### config.mk
export PLATFORM = sky130hd
export DESIGN_NAME = axis_mux_user_wr
export DESIGN_NICKNAME = d
export VERILOG_FILES = /design/src/hw/cred_req_pkg.sv /design/src/hw/cred_axis_pkg.sv /design/src/hw/axis_mux_user_wr.sv
export SDC_FILE = /design/constraint.sdc
export NUM_CORES = 1
export LEC_CHECK = 0
export ABC_CLOCK_PERIOD_IN_PS = 2500
export BUFFER_PORTS_ARGS = -buffer_cell sky130_fd_sc_hd__clkbuf_2
export CORE_AREA = 2 2 82 84
export CTS_CLUSTER_DIAMETER = 50
export DETAILED_ROUTE_END_ITERATION = 8
export DIE_AREA = 0 0 84 86
export SYNTH_ARGS = -nofsm -noshare
export SYNTH_HDL_FRONTEND = slang
export SYNTH_SLANG_ARGS = --single-unit
export TNS_END_PERCENT = 10
### constraint.sdc
create_clock -name aclk -period 2.5 [get_ports aclk]
set_input_delay 0.125 -clock aclk [delete_from_list [all_inputs] [get_ports aclk]]
set_output_delay 0.125 -clock aclk [all_outputs]
set_load 0.01 [all_outputs]
### src/hw/cred_req_pkg.sv
// request-side types and sizes, referenced by scoped name from route, credits and arbiter
package cred_req_pkg;

  // ~~~~~~~~~~~~~~~~~~~~~~~~~~~~~~~~~~~~~~~~~~~~~~~~~~~~~~~~~~~~
  // sizes
  // ~~~~~~~~~~~~~~~~~~~~~~~~~~~~~~~~~~~~~~~~~~~~~~~~~~~~~~~~~~~~

  localparam int n_dests = 2;   // number of remote destinations
  localparam int dest_w  = 1;   // destination index width
  localparam int len_w   = 5;   // beat count, 1..16
  localparam int tag_w   = 8;   // request tag, passed through untouched
  // one bit wider than len so a full buffer's worth fits
  localparam int cred_w  = 6;

  // ~~~~~~~~~~~~~~~~~~~~~~~~~~~~~~~~~~~~~~~~~~~~~~~~~~~~~~~~~~~~
  // types
  // ~~~~~~~~~~~~~~~~~~~~~~~~~~~~~~~~~~~~~~~~~~~~~~~~~~~~~~~~~~~~

  // write request, 14 bits
  typedef struct packed {
    logic [dest_w-1:0] dest;
    logic [len_w-1:0]  len;
    logic [tag_w-1:0]  tag;
  } req_t;

  // forwarding order for the data mux, 6 bits
  typedef struct packed {
    logic [dest_w-1:0] dest;
    logic [len_w-1:0]  len;
  } mux_user_t;

endpackage

### src/hw/cred_axis_pkg.sv
// stream beat type and buffer depths, referenced by scoped name from buffers, mux and top
package cred_axis_pkg;

  // ~~~~~~~~~~~~~~~~~~~~~~~~~~~~~~~~~~~~~~~~~~~~~~~~~~~~~~~~~~~~
  // sizes
  // ~~~~~~~~~~~~~~~~~~~~~~~~~~~~~~~~~~~~~~~~~~~~~~~~~~~~~~~~~~~~

  localparam int data_w      = 64;  // full word per beat, no keep
  // per-destination data buffer, also the largest legal len
  localparam int buf_depth   = 16;
  localparam int req_q_depth = 4;   // request queue per destination
  localparam int ord_q_depth = 4;   // issued-but-not-forwarded orders

  // ~~~~~~~~~~~~~~~~~~~~~~~~~~~~~~~~~~~~~~~~~~~~~~~~~~~~~~~~~~~~
  // types
  // ~~~~~~~~~~~~~~~~~~~~~~~~~~~~~~~~~~~~~~~~~~~~~~~~~~~~~~~~~~~~

  typedef struct packed {
    logic [data_w-1:0] data;
    logic              last;
  } beat_t;

endpackage

### src/hw/axis_mux_user_wr.sv
// forwards len beats from the ordered destination buffer onto the single output stream
`timescale 1ns/1ps

module axis_mux_user_wr (
  input  logic                      aclk,
  input  logic                      arst_n,
  // forwarding order from the arbiter
  input  cred_req_pkg::mux_user_t   ord,
  input  logic                      ord_valid,
  output logic                      ord_ready,
  // destination data buffers
  input  cred_axis_pkg::beat_t      s_axis [cred_req_pkg::n_dests],
  input  logic [cred_req_pkg::n_dests-1:0] s_valid,
  output logic [cred_req_pkg::n_dests-1:0] s_ready,
  // output stream
  output cred_axis_pkg::beat_t      m_axis,
  output logic                      m_axis_valid,
  input  logic                      m_axis_ready
);

  logic                            active;
  logic [cred_req_pkg::len_w-1:0]  cnt;    // beats still to send
  logic [cred_req_pkg::dest_w-1:0] sel;
  logic beat;
  logic fin;

  // selected buffer straight to the output
  always_comb begin
    m_axis.data  = s_axis[sel].data;
    m_axis.last  = (cnt == 1);   // counted, not taken from the source
    s_ready      = '0;
    s_ready[sel] = active && m_axis_ready;
  end

  assign m_axis_valid = active && s_valid[sel];
  assign beat         = m_axis_valid && m_axis_ready;
  assign fin          = beat && m_axis.last;
  // next order loads on the final beat, no bubble between requests
  assign ord_ready    = !active || fin;

  always_ff @(posedge aclk or negedge arst_n) begin
    if (!arst_n) begin
      active <= 1'b0;
      cnt    <= '0;
      sel    <= '0;
    end else if (ord_valid && ord_ready) begin
      active <= 1'b1;
      cnt    <= ord.len;
      sel    <= ord.dest;
    end else if (beat) begin
      cnt <= cnt - 1'b1;
      if (fin) begin
        active <= 1'b0;
      end
    end
  end

  // payload framing from the source must match the request length
  a_last_match: assert property (@(posedge aclk) disable iff (!arst_n)
    m_axis_valid |-> (s_axis[sel].last == m_axis.last));

endmodule

# [Word level (Yosys, flattened, before mapping)]
# Index checks and enable logic that the tools add are counted.
[totals] output_inout_bits=69 reg_bits=7
[op_classes] muxes=12 n_addsub=1 bitwise_logic=2 reduce_logical=11 n_eq_ne=1 order_cmp=3
[ops] operator="$mux W65" n=3
[ops] operator="$mux W5" n=2
[ops] operator="$logic_and A1 B1 Y1" n=6
[ops] operator="$mux W1" n=6
[ops] operator="$eq A5 B1 Y1 const B" n=1
[ops] operator="$sub A5 B1 Y5 const B" n=1
[ops] operator="$reduce_bool A2 Y1" n=2
[ops] operator="$and A2 B2 Y2" n=1
[ops] operator="$ge A2 B2 Y1 const B" n=1
[ops] operator="$lt A1 B2 Y1 const B" n=1
[ops] operator="$not A1 Y2" n=1
[ops] operator="$reduce_and A2 Y1" n=1
[ops] operator="$demux W1 S1" n=1
[ops] operator="$ge A1 B1 Y1 const B" n=1
[ops] operator="$logic_not A1 Y1" n=1
[ops] operator="$logic_or A1 B1 Y1" n=1

# [Depth between registers and ports, before layout]
# Gate-level depths: netlist (run 1).
[logic_depth] ltp_word=9 ltp_mapped=6

# [Worst setup path after synthesis (run 1)]
# OpenSTA, ideal clock, no wires.
[synth_timing] path_kind="reg-to-reg" startpoint="reg cnt[1] (netlist bit)" endpoint="reg cnt[0] (netlist bit)" path_slack_ns=0.621 n_path_buf=0 setup_ns=0.125 period_less_slack_ns=1.879 arrival_time_ns=1.754 path_stages_with_launch=7 required_time_ns=2.375 path_cell_list="dfrtp_1 -> inv_1 -> ha_1 -> or4b_4 -> o31ai_4 -> nand2_4 -> mux2_4"
[synth_between] elab_chain_cells=5 elab_cells_between_ends=6
[synth_rtl] item="from (decl)" line="axis_mux_user_wr.sv:22" rtl="logic [cred_req_pkg::len_w-1:0] cnt;"
[synth_rtl] item="from (signal assigned)" line="axis_mux_user_wr.sv:48" rtl="cnt <= ord.len;"
[synth_rtl] item="from (signal assigned)" line="axis_mux_user_wr.sv:51" rtl="cnt <= cnt - 1'b1;"
[synth_rtl] item="$eq A5 B1 Y1 (*)" line="axis_mux_user_wr.sv:30" rtl="m_axis.last = (cnt == 1);"
[synth_rtl] item="$logic_and A1 B1 Y1 (*)" line="axis_mux_user_wr.sv:37" rtl="assign fin = beat && m_axis.last;"
[synth_rtl] item="$logic_or A1 B1 Y1 (*)" line="axis_mux_user_wr.sv:39" rtl="assign ord_ready = !active || fin;"
[synth_rtl] item="named net ord_ready" line="axis_mux_user_wr.sv:10" rtl="output logic ord_ready,"
[synth_rtl] item="$logic_and A1 B1 Y1 (*)" line="axis_mux_user_wr.sv:46" rtl="end else if (ord_valid && ord_ready) begin"
[synth_rtl] item="$mux W5 or $reduce_bool A2 Y1 (tied branches)"
# Mark *: on every way through the listed nets, which the timed path passes. The rest lies on a longest branch.
# A chain may end at the register's enable or synchronous reset.

==> results of run 1 <==
-- final timing paths --
kind                        start   endpoint  slack [ns]
setup / recovery              sel  m_axis[6]        0.57
hold / removal             ord[3]     cnt[3]        0.13
setup reg to reg           cnt[1]     cnt[4]        0.58
hold reg to reg            cnt[3]     cnt[3]        0.71
max in group asynchronous  arst_n        sel        2.06
min in group asynchronous  arst_n     cnt[3]        0.26
-- state kept, by name, indices dropped and copies added, names as in the netlist --
| register | cells |
|---|---|
| cnt | 5 |
| active | 1 |
| sel | 1 |
-- layout by cell type (no fill, tap or decap), types with 2 or more instances in the layout --
cell type / netlist / layout
clkbuf_2: 0 / 208
mux2_2: 64 / 64
mux2_4: 6 / 6
dfrtp_1: 7 / 6
inv_1: 3 / 3
nor2_1: 3 / 3
xor2_1: 3 / 3
clkbuf_8: 0 / 3
mux2i_1: 2 / 2
ha_1: 2 / 2
-- power breakdown --
group          internal [mW]  switching (mW)
logic                  0.810           0.677
registers              0.167          0.0409
clock network          0.110          0.0476
total                   1.09           0.766
-- logic make-up (layout without fill, tap and decap cells) --
logic type | Yosys count | count (layout) | synth area share
compound gates | 1 | 1 | 0.01751
mux | 72 | 72 | 0.6838
fa+ha+maj | 2 | 2 | 0.02059
xor+xnor | 4 | 4 | 0.02884
buf+inv | 11 | 217 | 0.03707
flops | 7 | 7 | 0.1442
simple gates | 13 | 13 | 0.06797
-- routing by layer --
| layer | up-vias | wire [µm] | GRT usage |
|---|---|---|---|
| li1 | 815 | - | - |
| met1 | 711 | 1997 | 0.1429 |
| met2 | 105 | 2774 | 0.2451 |
| met3 | 6 | 502 | 0.04235 |
| met4 | 2 | 29 | 0.01906 |
| met5 | - | 10 | 0 |
-- repair_timing --
action	4_1_cts	5_1_grt
endpoints found under the setup margin	0	0
hold endpoints to repair	7	0
gates resized for setup	0	0
hold buffers	1	0
-- through the flow --
| stage | worst slack, ns | util | hold WS [ns] | power, mW |
|---|---|---|---|---|
| 6_report | 0.5657 | 0.3795 | 0.1283 | 1.853 |
| 5_1_grt | 0.4747 | 0.3795 | 0.1206 | 1.996 |
| 4_1_cts | 0.5484 | 0.3795 | 0.1249 | 1.879 |
| 3_5_place_dp | 0.5831 | 0.3707 | -0.03182 | 1.707 |
| 3_3_place_gp | 0.6211 | 0.3707 | -0.03209 | 1.690 |
| 2_1_floorplan | 0.6214 | - | -0.1706 | 1.208 |
-- area by class of cell --
cell class | instances | share of cell area
flip-flops and latches | 7 | 0.07405
repair buffers | 210 | 0.4443
clock buffers | 4 | 0.01891
well taps | 77 | 0.04044
multi-input cells | 92 | 0.4175
inverters | 3 | 0.004727
-- critical path, delay by kind of cell, from the launching register on --
kind     cells  cell delay, ns
mux          1            0.43
buf+inv      2            0.76
flops        1            0.36
==> results.yml, run 1 <==
cells_and_area:
  antenna_cells: 0
  synthToLayoutAreaGrowth_pct: 96.09
  final_cells: 393
  finalNetCount: 461
  n_fill_cell: 658
  register_area_um2: 176.4
  drive_above_1_share: 0.9051
  stdcell_area_um2: 2382
  multi_input_area_um2: 994.7
floorplanning:
  die_h_um: 86
  start_util: 0.1935
  die_w_um: 84
  die-area_um2: 7224
  core-area_um2: 6277
  rows: 29
  io_pins: 211
place:
  io_buffers: 208
  dp_hpwl_mm: 4.728
  dp_cells: 388
  place.gp.congestion: 0.8274
  placed_cell_area_um2: 2327
sta:
  skew_ns: 0.001636
  max_freq_ghz: 0.5170
  tightest_slew_ns: 0.7848
  rsz0062_at_grt: "false"
  slew_viol_final: 0
  setup_viol: 0
  fin_tns_setup_ns: 0
  post-route-period-util: 0.7737
  hold_viol: 0
  slew_headroom: 0.4768
  finalCriticalPeriod_ns: 1.934
logic_synthesis:
  synth-main-ff-cell: "dfrtp_1"
  syn-num-nets: 254
  yosysMostFrequentCell: "mux2_2"
  ys_seq_area_frac: 0.1442
  synthTopCellsByCount: "mux2_2 (64), dfrtp_1 (7), mux2_4 (6)"
  async_reset_ff_frac: 1.000
  yosysTopAreaCell: "mux2_2"
  yosys_warnings: 0
  synth_edf_count: 0
  ys_ff_latch: 7
  synthesis.area_um2: 1215
  synthCells: 110
  yosysTopAreaCellShare: 0.5932
  synth_cell_types: 23
  syn_area_per_cell_um2: 11.04
  synth_area_leaders: "mux2_2 (59%), dfrtp_1 (14%), mux2_4 (7.4%)"
setup_path:
  crit_fanout: 67
  cp-end-kind: "primary output"
  cp-start-kind: "register"
  worstPathArrival_ns: 1.81
  crit_slowest_cell: "buf_4"
  path_class: "register to primary output"
  crit_chain: "buf_4, mux2_2, clkbuf_2"
  slowest_delay_ns: 0.62
  rr_worst_depth: 6
  cp.required_ns: 2.38
clock_tree:
  clock_insertion_delay_worst_skew_ns: 0.23
  clk_path_buf_depth: 2
  cts_tree: "done"
  htree_num_levels: 1
  cts-root-buf: "clkbuf_8"
  cts_num_sinks: 7
  postCtsSetupRepairBufs: 0
  cts_buffers: 3
  path_clk_slew_ns: 0.04
routing:
  drt_first_pass_iters: 4
  drt_iter0_drc: 4
  vias: 1639
  avgViaCountPerCell: 4.170
  wire_per_inst_um: 13.52
  drc: 0
  final_antenna_net_count: 0
  wirelength_mm: 5.313
global_routing:
  grt_pass1_wl_mm: 7.521
  grtUsageTotal: 0.1291
  antenna_found_initial: 1
  grt_pass1_vias: 1563
  grt-ovfl-total: 0
  grt_max_degree: 68
worst_hold_path:
  hold_path_depth: 2
  hp-class: "input port to register"
power_and_ir_drop:
  leakage_nw: 1.384
  p_per_area_nw_per_um2: 777.9
  ir_drop_v: 0.0004725
flow_run:
  max-cap-violations: 0
outcome:
  outcome: "finished clean"
Note: power is estimated with default switching activity, not from simulation.
==> run 2, diff against run 1 <==
--- a/config.mk
+++ b/config.mk
@@ -5,7 +5,7 @@
 export SDC_FILE = /design/constraint.sdc
 export NUM_CORES = 1
 export LEC_CHECK = 0
-export ABC_CLOCK_PERIOD_IN_PS = 2500
+export ABC_CLOCK_PERIOD_IN_PS = 2000
 export BUFFER_PORTS_ARGS = -buffer_cell sky130_fd_sc_hd__clkbuf_2
 export CORE_AREA = 2 2 82 84
 export CTS_CLUSTER_DIAMETER = 50
==> constraint.sdc (replaced) <==
create_clock -name aclk -period 2 [get_ports aclk]
set_input_delay 0.1 -clock aclk [delete_from_list [all_inputs] [get_ports aclk]]
set_output_delay 0.1 -clock aclk [all_outputs]
set_load 0.01 [all_outputs]
==> results.yml, run 2 (synthesis results as in run 1) <==
cells_and_area:
  layout_common_cells: "clkbuf_2 (207), mux2_2 (64), mux2_4 (6), dfrtp_1 (6)"
  drive_above_1_share: 0.9122
  finalNetCount: 464
  reg_top3: "cnt: 5 flops, active: 1 flops, sel: 1 flops"
  stdcell_area_um2: 2432
  final_common_cell: "clkbuf_2"
  n_fill_cell: 644
  synthToLayoutAreaGrowth_pct: 100.2
  top_register: "cnt"
  final_cells: 397
  largest_reg_flops: 5
global_routing:
  grt_pass1_vias: 1609
  use_met2: 0.2451
  grtUsageTotal: 0.1310
  antenna_found_initial: 2
  use_met3: 0.03272
  grt_max_degree: 68
  grt_pass1_wl_mm: 7.631
  grt_busiest_layer: "met2"
  grt-ovfl-total: 0
  met1_usage: 0.1480
sta:
  finalCriticalPeriod_ns: 2.011
  skew_ns: 0.001772
  slew_headroom: 0.7754
  slew_viol_final: 0
  rsz0062_at_grt: "true"
  setup_slack_ns: -0.01130
  setup_viol: 6
  max_freq_ghz: 0.4972
  whs_ns: 0.09951
  hold_viol: 0
  tightest_slew_ns: 0.3368
  post-route-period-util: 1.006
outcome:
  violations: "negative setup slack"
  outcome: "finished, violations left"
worst_hold_path:
  hp-class: "input port to register"
routing:
  vias: 1687
  avgViaCountPerCell: 4.249
  drt_first_pass_iters: 4
  wirelength_mm: 5.377
  drc: 0
  wire_per_inst_um: 13.54
  drt_iter0_drc: 9
  final_antenna_net_count: 0
power_and_ir_drop:
  ir_drop_v: 0.0006101
  p_sw_frac: 0.4140
  p_seq_frac: 0.115
  p_per_area_nw_per_um2: 990.0
  p_int_mw: 1.411
  leakage_nw: 1.402
  clkPwrFrac: 0.084
  pwr-share-comb: 0.801
  power.switching_mw: 0.9970
setup_path:
  cp.required_ns: 2.11
  cp-start-kind: "register"
  crit_fanout: 6
  path_class: "register to register"
  worstPathArrival_ns: 2.13
  cp-end-kind: "register"
floorplanning:
  die-area_um2: 7224
  core-area_um2: 6277
  die_h_um: 86
  die_w_um: 84
  rows: 29
  start_util: 0.1935
  io_pins: 211
flow_run:
  max-cap-violations: 0
clock_tree:
  cts_tree: "done"
  clk_path_buf_depth: 2
  htree_num_levels: 1
  path_clk_slew_ns: 0.04
  clock_insertion_delay_worst_skew_ns: 0.23
  cts_buffers: 3
  cts-root-buf: "clkbuf_8"
  cts_num_sinks: 7
place:
  dp_slack_ns: 0.04371
  placed_cell_area_um2: 2355
  io_buffers: 208
  place.gp.congestion: 0.7369
  dp_hpwl_mm: 4.820
  dp_cells: 390
-- run 2: worst paths after layout --
check | startpoint | endpoint | cells past startpoint | slack, ns
max in group asynchronous | arst_n | sel | 2 | 1.59
min in group asynchronous | arst_n | cnt[3] | 2 | 0.24
min reg2reg | cnt[4] | cnt[4] | 2 | 0.70
max reg2reg | cnt[1] | cnt[0] | 6 | -0.01
min | ord[5] | sel | 2 | 0.1
max | cnt[1] | cnt[0] | 6 | -0.01
-- run 2: layout make-up --
class	count	area (µm²)	share of cell area
Inverter	3	11.26	0.004630
Timing Repair Buffer	213	1094	0.4496
Multi-Input combinational cell	92	1007	0.4141
Clock buffer	4	45.04	0.01852
Sequential cell	7	176.4	0.07253
Antenna cell	1	2.502	0.001029
Tap cell	77	96.34	0.03961
-- run 2: stage by stage --
step	TNS, ns	util	total power [mW]
floorplan	0	-	1.511
global placement	0	0.3751	2.159
detailed placement	0	0.3751	2.186
CTS	0	0.3839	2.401
global route	-0.3195	0.3871	2.578
finish	-0.03685	0.3875	2.408
-- run 2: power by group through the flow --
stage / clock network (mW) / registers [mW] / logic (mW)
after floorplan: 0 / 0.243 / 1.27
after global placement: 0 / 0.263 / 1.90
after detailed placement: 0 / 0.272 / 1.91
after CTS: 0.204 / 0.270 / 1.93
after global routing: 0.218 / 0.285 / 2.07
final: 0.202 / 0.277 / 1.93
-- run 2: critical path: stages (launching register included) --
cell     delay [ns]
dfrtp_1        0.39
inv_2          0.08
ha_4           0.12
or4b_4         0.48
o31ai_4        0.35
nand2_4        0.14
mux2_4         0.32
-- run 2: timing repair --
action | CTS | global route
gates resized for setup | 0 | 4
setup buffers | 0 | 1
hold buffers | 1 | 0
hold endpoints to repair | 7 | 0
endpoints found under the setup margin | 0 | 7
-- run 2: layer usage --
| metal | vias up | routed length, µm |
|---|---|---|
| met3 | 7 | 482 |
| met5 | - | 13 |
| met1 | 750 | 2022 |
| li1 | 825 | - |
| met2 | 103 | 2814 |
| met4 | 2 | 44 |
==> run 3, diff against run 2 <==
--- a/config.mk
+++ b/config.mk
@@ -8,9 +8,11 @@
 export ABC_CLOCK_PERIOD_IN_PS = 2000
 export BUFFER_PORTS_ARGS = -buffer_cell sky130_fd_sc_hd__clkbuf_2
 export CORE_AREA = 2 2 82 84
+export CTS_BUF_LIST = sky130_fd_sc_hd__clkbuf_2 sky130_fd_sc_hd__clkbuf_4 sky130_fd_sc_hd__clkbuf_8
 export CTS_CLUSTER_DIAMETER = 50
 export DETAILED_ROUTE_END_ITERATION = 8
 export DIE_AREA = 0 0 84 86
+export SKIP_LAST_GASP = 1
 export SYNTH_ARGS = -nofsm -noshare
 export SYNTH_HDL_FRONTEND = slang
 export SYNTH_SLANG_ARGS = --single-unit
==> results.yml, run 3 (synthesis results as in run 1) <==
sta:
  hold_viol: 0
  finalCriticalPeriod_ns: 2.015
  setup_viol: 6
  whs_ns: 0.09949
  skew_ns: 0.001472
  slew_viol_final: 0
  tightest_slew_ns: 0.3368
  max_freq_ghz: 0.4963
  rsz0062_at_grt: "true"
  setup_slack_ns: -0.01473
  slew_headroom: 0.7754
  post-route-period-util: 1.007
  fin_tns_setup_ns: -0.05676
floorplanning:
  core-area_um2: 6277
  io_pins: 211
  die_w_um: 84
  die_h_um: 86
  rows: 29
  die-area_um2: 7224
  start_util: 0.1935
setup_path:
  crit_fanout: 6
  crit_slowest_cell: "or4b_4"
  slowest_delay_ns: 0.48
  cp.required_ns: 2.11
  path_class: "register to register"
  r2r-end: "cnt[0]"
  path_depth: 6
  cp-start-kind: "register"
  reg2reg_from: "cnt[1]"
  crit_chain: "inv_2, ha_4, or4b_4, o31ai_4, nand2_4, mux2_4"
  rrSetupSlack_ns: -0.01
  cp-end-kind: "register"
  endpoint: "cnt[0]"
  startpoint: "cnt[1]"
  cp_top_family: "simple AND/OR/NAND/NOR gates"
  cp_num_buf_inv: 1
  rr_worst_depth: 6
  worstPathArrival_ns: 2.13
cells_and_area:
  stdcell_area_um2: 2436
  reg_top3: "cnt: 5 flops, active: 1 flops, sel: 1 flops"
  synthToLayoutAreaGrowth_pct: 100.5
  largest_reg_flops: 5
  final_common_cell: "clkbuf_2"
  finalNetCount: 464
  layout_common_cells: "clkbuf_2 (208), mux2_2 (64), mux2_4 (6), dfrtp_1 (6)"
  drive_above_1_share: 0.9154
  top_register: "cnt"
flow_run:
  max-cap-violations: 0
routing:
  drt_first_pass_iters: 4
  avgViaCountPerCell: 4.249
  wire_per_inst_um: 13.55
  drt_iter0_drc: 9
  final_antenna_net_count: 0
  wirelength_mm: 5.378
  drc: 0
  vias: 1687
worst_hold_path:
  hp-class: "input port to register"
power_and_ir_drop:
  total_power_mw: 2.422
  p_per_area_nw_per_um2: 994.1
  ir_drop_v: 0.0006101
  leakage_nw: 1.405
place:
  placed_cell_area_um2: 2355
  place.gp.congestion: 0.7369
  dp_hpwl_mm: 4.820
  dp_slack_ns: 0.04371
  io_buffers: 208
clock_tree:
  clk_path_buf_depth: 2
  cts-root-buf: "clkbuf_8"
  clock_insertion_delay_worst_skew_ns: 0.23
  cts_buffers: 3
  cts_tree: "done"
  htree_num_levels: 1
  path_clk_slew_ns: 0.04
  cts_num_sinks: 7
global_routing:
  grt_max_degree: 68
  grt_pass1_wl_mm: 7.631
  grt_pass1_vias: 1609
  grt-ovfl-total: 0
  antenna_found_initial: 2
  grtUsageTotal: 0.1310
outcome:
  violations: "negative setup slack"
  outcome: "finished, violations left"
==> run 3: cell types whose count changed in the layout (fill, tap and decap cells not counted) <==
cell / delta
clkbuf_1: -1
buf_2: -1
clkbuf_4: +1
clkbuf_2: +1
==> run 3: layer usage <==
metal | share of wire | wire (µm) | GRT usage | vias up
met1 | 0.38 | 2022 | 0.1480 | 750
met2 | 0.52 | 2814 | 0.2451 | 103
met3 | 0.090 | 482 | 0.03272 | 7
met5 | 0.0024 | 13 | 0 | -
li1 | - | - | - | 825
met4 | 0.0082 | 44 | 0.03519 | 2
==> run 3: worst min-delay path by stage <==
stage	end	cells after the start	slack [ns]	from
3_5_place_dp	cnt[4]	1	-0.06	arst_n
4_1_cts	sel	2	0.1	ord[5]
6_report	sel	2	0.1	ord[5]
5_1_grt	sel	2	0.11	ord[5]
3_3_place_gp	cnt[4]	1	-0.06	arst_n
2_1_floorplan	active	0	-0.20	arst_n
==> run 3: what timing repair did <==
| action | CTS | global route |
|---|---|---|
| endpoints found under the setup margin | 0 | 7 |
| endpoints found under the hold margin | 7 | 0 |
| resized for setup | 0 | 3 |
| buffers inserted | 0 | 1 |
| hold buffers | 1 | 0 |
==> run 3: layout make-up <==
cell class,count,area [µm²]
timing repair buffer,213,1094
sequential,7,176.4
clock buffer,4,48.80
antenna,1,2.502
multi-input combinational,92,1007
tap,77,96.34
inverter,3,11.26
fill,643,3841
==> run 3: stage by stage <==
stage                     std cells    util
after detailed placement        390  0.3751
after floorplan                 110       -
after global routing            396  0.3877
final                           397  0.3881
after CTS                       395  0.3845
after global placement          390  0.3751
==> run 3: power breakdown <==
group	total [mW]	switching (mW)	leakage (nW)	internal (mW)
registers	0.277	0.0683	0.0789	0.209
logic	1.93	0.865	1.30	1.06
clock network	0.216	0.0642	0.0262	0.152
total	2.42	0.997	1.40	1.42
